--- config.mk ---
export PLATFORM = sky130hd
export DESIGN_NAME = sys_ctrl_top
export DESIGN_NICKNAME = d
export VERILOG_FILES = /design/src/common/wb_bus_pkg.sv /design/src/common/board_ctrl_pkg.sv /design/src/misc/input_sync.sv /design/src/misc/misc_regs.sv /design/src/design/uptime_counter.sv /design/src/design/wb_slave_mux.sv /design/src/design/reset_stretch.sv /design/src/design/sys_ctrl_top.sv
export SDC_FILE = /design/constraint.sdc
export NUM_CORES = 1
export LEC_CHECK = 0
export BUFFER_PORTS_ARGS = -buffer_cell sky130_fd_sc_hd__buf_2
export CORE_UTILIZATION = 55
export DETAILED_ROUTE_END_ITERATION = 8
export PLACE_DENSITY = 0.87
export SKIP_LAST_GASP = 1
export SYNTH_ARGS = -nofsm -noshare
export SYNTH_HDL_FRONTEND = slang
export SYNTH_SLANG_ARGS = --single-unit
--- constraint.sdc ---
create_clock -name wb_clk_i -period 2.7 [get_ports wb_clk_i]
set_input_delay 0.27 -clock wb_clk_i [delete_from_list [all_inputs] [get_ports wb_clk_i]]
set_output_delay 0.27 -clock wb_clk_i [all_outputs]
set_load 0.005 [all_outputs]
--- src/common/wb_bus_pkg.sv ---
`default_nettype none

package wb_bus_pkg;

  // full address on the external bus.
  typedef logic [3:0] wb_adr_t;

  // bus data, one byte wide.
  typedef logic [7:0] wb_dat_t;

  typedef logic [2:0] slave_adr_t; // register offset inside a slave.

  // address bit that selects the uptime counter over the misc block.
  localparam int unsigned UPTIME_SEL_BIT = 3;

endpackage

`default_nettype wire

--- src/common/board_ctrl_pkg.sv ---
`default_nettype none

package board_ctrl_pkg;

  // misc block register map.
  localparam wb_bus_pkg::slave_adr_t REG_MISC_RESET       = 3'd0;
  localparam wb_bus_pkg::slave_adr_t REG_MISC_SYSCONFIG_0 = 3'd1;
  localparam wb_bus_pkg::slave_adr_t REG_MISC_SYSCONFIG_1 = 3'd2;
  localparam wb_bus_pkg::slave_adr_t REG_MISC_SELECTMAP   = 3'd3; // reserved.
  localparam wb_bus_pkg::slave_adr_t REG_MISC_FLASH       = 3'd4;
  localparam wb_bus_pkg::slave_adr_t REG_MISC_REGS        = 3'd5;

  typedef logic [7:0] sys_config_t; // board configuration byte.
  typedef logic [3:0] dip_t;
  typedef logic [1:0] led_t;

  // uptime counter byte lanes.
  localparam wb_bus_pkg::slave_adr_t UPT_BYTE0 = 3'd0;
  localparam wb_bus_pkg::slave_adr_t UPT_BYTE1 = 3'd1;
  localparam wb_bus_pkg::slave_adr_t UPT_BYTE2 = 3'd2;
  localparam wb_bus_pkg::slave_adr_t UPT_BYTE3 = 3'd3;

  typedef logic [31:0] uptime_t;

endpackage

`default_nettype wire

--- src/misc/input_sync.sv ---
`timescale 1ns/100ps
`default_nettype none

module input_sync #(
  parameter int SYNC_STAGES = 2
) (
  input  wire logic                        wb_clk_i,
  input  wire logic                        wb_rst_i,
  input  wire board_ctrl_pkg::sys_config_t sys_config_i,
  input  wire board_ctrl_pkg::dip_t        user_dip_i,
  input  wire board_ctrl_pkg::dip_t        config_dip_i,
  input  wire logic                        flash_busy_n_i,
  output board_ctrl_pkg::sys_config_t      sys_config_o,
  output board_ctrl_pkg::dip_t             user_dip_o,
  output board_ctrl_pkg::dip_t             config_dip_o,
  output logic                             flash_busy_n_o
);

  localparam int W = 17;
  localparam logic [W-1:0] RST_VAL = {1'b1, 16'h0000}; // busy_n idles high.

  logic [W-1:0] sync_q [SYNC_STAGES];

  always_ff @(posedge wb_clk_i) begin
    if (wb_rst_i) begin
      for (int i = 0; i < SYNC_STAGES; i++) begin
        sync_q[i] <= RST_VAL;
      end
    end else begin
      sync_q[0] <= {flash_busy_n_i, config_dip_i, user_dip_i, sys_config_i};
      for (int i = 1; i < SYNC_STAGES; i++) begin
        sync_q[i] <= sync_q[i-1];
      end
    end
  end

  assign {flash_busy_n_o, config_dip_o, user_dip_o, sys_config_o} = sync_q[SYNC_STAGES-1];

endmodule

`default_nettype wire

--- src/misc/misc_regs.sv ---
`timescale 1ns/100ps
`default_nettype none

module misc_regs #(
  parameter int SYNC_STAGES = 2
) (
  input  wire logic                        wb_clk_i,
  input  wire logic                        wb_rst_i,
  input  wire logic                        wb_stb_i,
  input  wire logic                        wb_cyc_i,
  input  wire logic                        wb_we_i,
  input  wire wb_bus_pkg::slave_adr_t      wb_adr_i,
  input  wire wb_bus_pkg::wb_dat_t         wb_dat_i,
  output wb_bus_pkg::wb_dat_t              wb_dat_o,
  output logic                             wb_ack_o,

  input  wire board_ctrl_pkg::sys_config_t sys_config_i,
  input  wire board_ctrl_pkg::dip_t        user_dip_i,
  input  wire board_ctrl_pkg::dip_t        config_dip_i,
  input  wire logic                        flash_busy_n_i,

  output logic                             por_force_o,
  output logic                             geth_reset_req_o,
  output board_ctrl_pkg::led_t             user_led_o
);

  board_ctrl_pkg::sys_config_t sys_config_s;
  board_ctrl_pkg::dip_t        user_dip_s;
  board_ctrl_pkg::dip_t        config_dip_s;
  logic                        flash_busy_n_s;
  logic                        wb_trans;

  input_sync #(
    .SYNC_STAGES (SYNC_STAGES)
  ) input_sync_inst (
    .wb_clk_i       (wb_clk_i),
    .wb_rst_i       (wb_rst_i),
    .sys_config_i   (sys_config_i),
    .user_dip_i     (user_dip_i),
    .config_dip_i   (config_dip_i),
    .flash_busy_n_i (flash_busy_n_i),
    .sys_config_o   (sys_config_s),
    .user_dip_o     (user_dip_s),
    .config_dip_o   (config_dip_s),
    .flash_busy_n_o (flash_busy_n_s)
  );

  // new request only when no ack is pending.
  assign wb_trans = wb_cyc_i && wb_stb_i && !wb_ack_o;

  always_comb begin
    case (wb_adr_i)
      board_ctrl_pkg::REG_MISC_RESET:       wb_dat_o = {6'b0, geth_reset_req_o, por_force_o};
      board_ctrl_pkg::REG_MISC_SYSCONFIG_0: wb_dat_o = {config_dip_s, user_dip_s};
      board_ctrl_pkg::REG_MISC_SYSCONFIG_1: wb_dat_o = sys_config_s;
      board_ctrl_pkg::REG_MISC_SELECTMAP:   wb_dat_o = '0; // port not fitted.
      board_ctrl_pkg::REG_MISC_FLASH:       wb_dat_o = {7'b0, flash_busy_n_s};
      board_ctrl_pkg::REG_MISC_REGS:        wb_dat_o = {6'b0, user_led_o};
      default:                              wb_dat_o = '0;
    endcase
  end

  always_ff @(posedge wb_clk_i) begin
    if (wb_rst_i) begin
      wb_ack_o         <= 1'b0;
      por_force_o      <= 1'b0;
      geth_reset_req_o <= 1'b0;
      user_led_o       <= '0;
    end else begin
      wb_ack_o <= wb_trans;
      if (wb_trans && wb_we_i) begin
        case (wb_adr_i)
          board_ctrl_pkg::REG_MISC_RESET: begin
            por_force_o      <= wb_dat_i[0];
            geth_reset_req_o <= wb_dat_i[1];
          end
          board_ctrl_pkg::REG_MISC_REGS: user_led_o <= wb_dat_i[1:0];
          default: ; // status and reserved offsets.
        endcase
      end
    end
  end

endmodule

`default_nettype wire

--- src/design/uptime_counter.sv ---
`timescale 1ns/100ps
`default_nettype none

module uptime_counter (
  input  wire logic                   wb_clk_i,
  input  wire logic                   wb_rst_i,
  input  wire logic                   wb_stb_i,
  input  wire logic                   wb_cyc_i,
  input  wire logic                   wb_we_i,
  input  wire wb_bus_pkg::slave_adr_t wb_adr_i,
  output wb_bus_pkg::wb_dat_t         wb_dat_o,
  output logic                        wb_ack_o
);

  board_ctrl_pkg::uptime_t count_q;
  logic [23:0]             shadow_q; // upper bytes of the last snapshot.
  logic                    wb_trans;

  assign wb_trans = wb_cyc_i && wb_stb_i && !wb_ack_o;

  always_ff @(posedge wb_clk_i) begin
    if (wb_rst_i) begin
      count_q  <= '0;
      wb_ack_o <= 1'b0;
    end else begin
      count_q  <= count_q + 32'd1;
      wb_ack_o <= wb_trans; // writes are acked and dropped.
    end
  end

  // read data is registered so byte 0 and the shadow come from one sample.
  always_ff @(posedge wb_clk_i) begin
    if (wb_trans && !wb_we_i) begin
      case (wb_adr_i)
        board_ctrl_pkg::UPT_BYTE0: begin
          wb_dat_o <= count_q[7:0];
          shadow_q <= count_q[31:8];
        end
        board_ctrl_pkg::UPT_BYTE1: wb_dat_o <= shadow_q[7:0];
        board_ctrl_pkg::UPT_BYTE2: wb_dat_o <= shadow_q[15:8];
        board_ctrl_pkg::UPT_BYTE3: wb_dat_o <= shadow_q[23:16];
        default:                   wb_dat_o <= '0;
      endcase
    end
  end

endmodule

`default_nettype wire

--- src/design/wb_slave_mux.sv ---
`timescale 1ns/100ps
`default_nettype none

module wb_slave_mux (
  input  wire logic                wb_stb_i,
  input  wire wb_bus_pkg::wb_adr_t wb_adr_i,

  input  wire wb_bus_pkg::wb_dat_t misc_dat_i,
  input  wire logic                misc_ack_i,
  input  wire wb_bus_pkg::wb_dat_t upt_dat_i,
  input  wire logic                upt_ack_i,

  output logic                     misc_stb_o,
  output logic                     upt_stb_o,
  output wb_bus_pkg::wb_dat_t      wb_dat_o,
  output logic                     wb_ack_o
);

  logic upt_sel;

  assign upt_sel = wb_adr_i[wb_bus_pkg::UPTIME_SEL_BIT];

  assign misc_stb_o = wb_stb_i && !upt_sel;
  assign upt_stb_o  = wb_stb_i && upt_sel;

  // only the strobed slave can ack.
  assign wb_ack_o = misc_ack_i || upt_ack_i;
  assign wb_dat_o = upt_sel ? upt_dat_i : misc_dat_i;

endmodule

`default_nettype wire

--- src/design/reset_stretch.sv ---
`timescale 1ns/100ps
`default_nettype none

module reset_stretch #(
  parameter int RST_HOLD = 16
) (
  input  wire logic wb_clk_i,
  input  wire logic wb_rst_i,
  input  wire logic rst_req_i,
  output logic      rst_o
);

  localparam int CNT_W = $clog2(RST_HOLD + 1);
  // one hold cycle is spent on the edge that sees the request drop.
  localparam logic [CNT_W-1:0] RELOAD = CNT_W'(RST_HOLD - 1);

  logic [CNT_W-1:0] hold_q;

  always_ff @(posedge wb_clk_i) begin
    if (wb_rst_i) begin
      hold_q <= '0;
      rst_o  <= 1'b0;
    end else begin
      rst_o <= rst_req_i || (hold_q != '0);
      if (rst_req_i) begin
        hold_q <= RELOAD; // restarts on every re-set.
      end else if (hold_q != '0) begin
        hold_q <= hold_q - 1'b1;
      end
    end
  end

endmodule

`default_nettype wire

--- src/design/sys_ctrl_top.sv ---
`timescale 1ns/100ps
`default_nettype none

module sys_ctrl_top #(
  parameter int SYNC_STAGES = 2,
  parameter int RST_HOLD    = 16
) (
  input  wire logic                        wb_clk_i,
  input  wire logic                        wb_rst_i,
  input  wire logic                        wb_cyc_i,
  input  wire logic                        wb_stb_i,
  input  wire logic                        wb_we_i,
  input  wire wb_bus_pkg::wb_adr_t         wb_adr_i,
  input  wire wb_bus_pkg::wb_dat_t         wb_dat_i,
  output wb_bus_pkg::wb_dat_t              wb_dat_o,
  output logic                             wb_ack_o,

  input  wire board_ctrl_pkg::sys_config_t sys_config_i,
  input  wire board_ctrl_pkg::dip_t        user_dip_i,
  input  wire board_ctrl_pkg::dip_t        config_dip_i,
  input  wire logic                        flash_busy_n_i,
  output logic                             por_force_o,
  output logic                             geth_reset_o,
  output board_ctrl_pkg::led_t             user_led_o
);

  logic                misc_stb;
  logic                misc_ack;
  wb_bus_pkg::wb_dat_t misc_dat;
  logic                upt_stb;
  logic                upt_ack;
  wb_bus_pkg::wb_dat_t upt_dat;
  logic                geth_reset_req;

  wb_slave_mux wb_slave_mux_inst (
    .wb_stb_i   (wb_stb_i),
    .wb_adr_i   (wb_adr_i),
    .misc_dat_i (misc_dat),
    .misc_ack_i (misc_ack),
    .upt_dat_i  (upt_dat),
    .upt_ack_i  (upt_ack),
    .misc_stb_o (misc_stb),
    .upt_stb_o  (upt_stb),
    .wb_dat_o   (wb_dat_o),
    .wb_ack_o   (wb_ack_o)
  );

  misc_regs #(
    .SYNC_STAGES (SYNC_STAGES)
  ) misc_regs_inst (
    .wb_clk_i         (wb_clk_i),
    .wb_rst_i         (wb_rst_i),
    .wb_stb_i         (misc_stb),
    .wb_cyc_i         (wb_cyc_i),
    .wb_we_i          (wb_we_i),
    .wb_adr_i         (wb_adr_i[2:0]),
    .wb_dat_i         (wb_dat_i),
    .wb_dat_o         (misc_dat),
    .wb_ack_o         (misc_ack),
    .sys_config_i     (sys_config_i),
    .user_dip_i       (user_dip_i),
    .config_dip_i     (config_dip_i),
    .flash_busy_n_i   (flash_busy_n_i),
    .por_force_o      (por_force_o),
    .geth_reset_req_o (geth_reset_req),
    .user_led_o       (user_led_o)
  );

  uptime_counter uptime_counter_inst (
    .wb_clk_i (wb_clk_i),
    .wb_rst_i (wb_rst_i),
    .wb_stb_i (upt_stb),
    .wb_cyc_i (wb_cyc_i),
    .wb_we_i  (wb_we_i),
    .wb_adr_i (wb_adr_i[2:0]),
    .wb_dat_o (upt_dat),
    .wb_ack_o (upt_ack)
  );

  reset_stretch #(
    .RST_HOLD (RST_HOLD)
  ) reset_stretch_inst (
    .wb_clk_i  (wb_clk_i),
    .wb_rst_i  (wb_rst_i),
    .rst_req_i (geth_reset_req),
    .rst_o     (geth_reset_o)
  );

endmodule

`default_nettype wire

==> impl_results.md <==
* Gr usage total at 22.1%
* Leakage at 0.00177 µW
* Post-synthesis sequential area ratio at 57.9%
* Global-route wire length before repair at 14,300 µm
* Reg2Reg Depth at 5
* Root Driver: clkbuf_8
* Clock Tree Buf Depth at 2
* Post-placement cell count at 509
* Critical Path Fanout Max at 14
* CTS tree: yes
* Syn-to-layout area delta at 10.8%
* Fraction of registers with async set/reset at 0%
* # DRC at 0
* YS warnings at 0
* Synth top area share at 35.8%
* Post-Layout Cell Count at 525
* WHS Endpoint: misc_regs_inst.input_sync_inst.sync_q[0][16]$_SDFF_PP1_
* Post-Synth Simple-Gate Area at 21.3%
* Max Clock Skew at 0.00888 ns
* Distinct cell type count after synthesis at 43
* Setup bufs post-CTS at 0
* Mean Syn Cell Area at 11.3 µm²
* Max H-tree Level at 3
* DR WL/cell at 16.3 µm
* Design Power at 3080 µW
* Nets at 455
* Die width at 91.0 µm
* Final Setup Violations at 0
* Core area at 7690 µm²
* Worst EP arrival at 2.51 ns
* # fillers at 615
* Xor/xnor share of the synthesized area at 2.61%
* Max_slew headroom at 57.7%
* Reg-to-Reg Start: uptime_counter_inst.count_q[0]$_SDFF_PP0_
* Hold Path Class: in2reg
* Setup WS post-layout at 0.487 ns
* # rows at 32
* Die ar. at 8280 µm²
* Synth Area in Compound Gates at 8.21%
* Number of synthesized flops with an enable pin at 32
* Initial DRT Pass Iterations at 5
* Max-cap violations at 0
* Seq cells post-synth at 110
* Clock Latency Late Sink at 0.36 ns
* Critical-path cell list: ha_1, nand4_4, or4_4, or4_1, a21oi_1
* Total negative slack at 0 ns
* Least-Margin Pin Slew at 0.633 ns
* Number of global-route vias before repair at 3,061
* VDD IR-drop max at 0.340 mV
* Pwr Density at 638 nW/µm²
* Starting density of the core at 56.7%
* Slowest-stage cell, CP: or4_4
* Cells taking the most area after synthesis: dfxtp_1 (36%), edfxtp_1 (22%), nor2b_1 (6.5%)
* Hold path depth at 2
* PortBufs at 40
* Slowest Stage Delay on Critical Path at 0.64 ns
* Setup CP Type: reg2reg
* I/O Pins at 47
* Tmin final at 2.21 ns
* RSZ-0062 raised after global routing: no
* Syn nets at 421
* Vias per cell at 5.68
* Clk slew on worst S/H paths at 0.10 ns
* Hold buffer count at CTS at 0
* Worst flop-to-flop path endpoint: uptime_counter_inst.count_q[30]$_SDFF_PP0_
* Clock net sink count at 110
* DRT antenna net count at 0
* Final hold violation count at 0
* CTS buffer count at 9
* Crit path required time at 3.00 ns
* Main flop type after synthesis: dfxtp_1
* DRT iter0 DRCs at 173
* Total grt overflow at 0
* Beginning of the worst hold path: flash_busy_n_i
* Status: finished, final reports clean
* Vias at 2,982
* Die height at 91.0 µm
* Leading area contributor after synthesis: dfxtp_1
* Initial antenna violation count at 0
* Cells after Synth at 384
* Dpl ws at 0.524 ns
* HPWL after detailed placement at 6070 µm
* Largest family of logic cells by synthesized area: simple AND/OR/NAND/NOR gates
* Mux cell area share after synthesis at 6.66%
* DRT Wirelength at 8550 µm
* Layout cells sized above 1 at 19.4%
* Final period util at 82.0%
* Synth Area in Adders at 0.861%
* Max Fclk at 452 MHz
* Worst Setup End Kind: flip-flop
* CP Launch Type: flip-flop
* Post-cts sizing count at 0
* Number of diodes at 0
* Mapped cell area at 4360 µm²
* Setup slack, reg-to-reg at 0.49 ns
* Routability cong. at 0.807
* Largest net degree at the start of global routing at 32
* Max-slew violation count at 0
## cell usage after synthesis, drive strengths merged, types with 6 or more instances
| master | number |
|---|---|
| xor2 | 7 |
| buf | 6 |
| nor3 | 6 |
| o21ai | 12 |
| clkbuf | 15 |
| nand3 | 8 |
| or4 | 8 |
| mux4 | 9 |
| o31ai | 7 |
| nor2b | 45 |
| nand4 | 16 |
| or3 | 12 |
| edfxtp | 32 |
| nor2 | 22 |
| a22o | 12 |
| nand2 | 15 |
| inv | 6 |
| xnor2 | 6 |
| dfxtp | 78 |
| a21oi | 25 |
## flip-flops by register name, summed over array words and instances (netlist names)
name,flops
uptime_counter_inst.wb_ack_o,1
uptime_counter_inst.wb_dat_o,8
misc_regs_inst.por_force_o,1
misc_regs_inst.user_led_o,2
uptime_counter_inst.shadow_q,24
reset_stretch_inst.hold_q,5
reset_stretch_inst.rst_o,1
uptime_counter_inst.count_q,32
misc_regs_inst.geth_reset_req_o,1
misc_regs_inst.input_sync_inst.sync_q,34
misc_regs_inst.wb_ack_o,1
## layout make-up
| type | instances | area [µm²] | area share (%) |
|---|---|---|---|
| inverter | 6 | 22.5 | 0.466 |
| clock inverter | 6 | 48.8 | 1.01 |
| clock buffer | 10 | 149 | 3.08 |
| sequential | 110 | 2520 | 52.2 |
| timing repair buffer | 44 | 230 | 4.77 |
| tap | 102 | 128 | 2.64 |
| multi-input combinational | 247 | 1730 | 35.8 |
## metal layers
metal	wire [µm]	vias up	global-route usage (%)	part of all wire (%)
met5	0	-	0	0
met4	146	0	7.01	1.7
met3	301	13	5.78	3.5
met2	4530	73	39.1	53
met1	3570	1433	26.0	42
li1	-	1463	-	-
## worst max-delay path, delay by kind of cell (launching register included)
family,cells,cell delay (ns)
compound gates,1,0.15
fa+ha+maj,1,0.30
flops,1,0.39
simple gates,3,1.32
## stage by stage
stage	cell area, µm²	hold slack (ns)	utilization (%)
2_1_floorplan	4360	0.374	-
3_3_place_gp	4630	0.392	60.2
3_5_place_dp	4630	0.403	60.2
4_1_cts	4830	0.0823	62.8
5_1_grt	4830	0.0745	62.8
6_report	4830	0.0893	62.8
## placed cells by master, fill, tap and decap left out, types with 6 or more instances in the layout
cell      Yosys  routed
dfxtp_1      78      78
nor2b_1      45      45
buf_2         1      40
edfxtp_1     32      32
a21oi_1      25      25
nor2_1       22      22
nand2_1      15      15
nand4_1      15      15
a22o_1       12      12
o21ai_0      12      12
clkbuf_8      0       9
mux4_2        8       8
nand3_1       8       8
or3_1         8       8
o31ai_1       7       7
or4_1         7       7
xor2_1        7       7
inv_1         6       6
nor3_1        6       6
xnor2_1       6       6
## worst max path at each step
stage / from / to / slack [ns] / depth (start not counted)
detailed placement: uptime_counter_inst.count_q[0]$_SDFF_PP0_ / uptime_counter_inst.count_q[30]$_SDFF_PP0_ / 0.52 / 5
global placement: uptime_counter_inst.count_q[0]$_SDFF_PP0_ / uptime_counter_inst.count_q[30]$_SDFF_PP0_ / 0.58 / 5
global route: uptime_counter_inst.count_q[0]$_SDFF_PP0_ / uptime_counter_inst.count_q[30]$_SDFF_PP0_ / 0.36 / 5
CTS: uptime_counter_inst.count_q[0]$_SDFF_PP0_ / uptime_counter_inst.count_q[30]$_SDFF_PP0_ / 0.49 / 5
floorplan: uptime_counter_inst.wb_ack_o$_SDFF_PP0_ / uptime_counter_inst.shadow_q[0]$_DFFE_PP_ / 0.47 / 3
finish: uptime_counter_inst.count_q[0]$_SDFF_PP0_ / uptime_counter_inst.count_q[30]$_SDFF_PP0_ / 0.49 / 5
## report_power, final
| group | internal [µW] | switching (µW) |
|---|---|---|
| sequential | 1760 | 33.8 |
| clock | 406 | 565 |
| combinational | 152 | 166 |
## kinds of logic (layout without fill, tap and decap cells)
logic type                 Yosys count  in the layout
AOI/OAI and AO/OA                   58             58
adders and majority gates            3              3
DFF                                110            110
muxes                               17             17
xor gates and xnor gates            13             13
and+or+nand+nor                    156            156
buffers and inverters               27             66
Note: power is estimated with default switching activity, not from simulation.
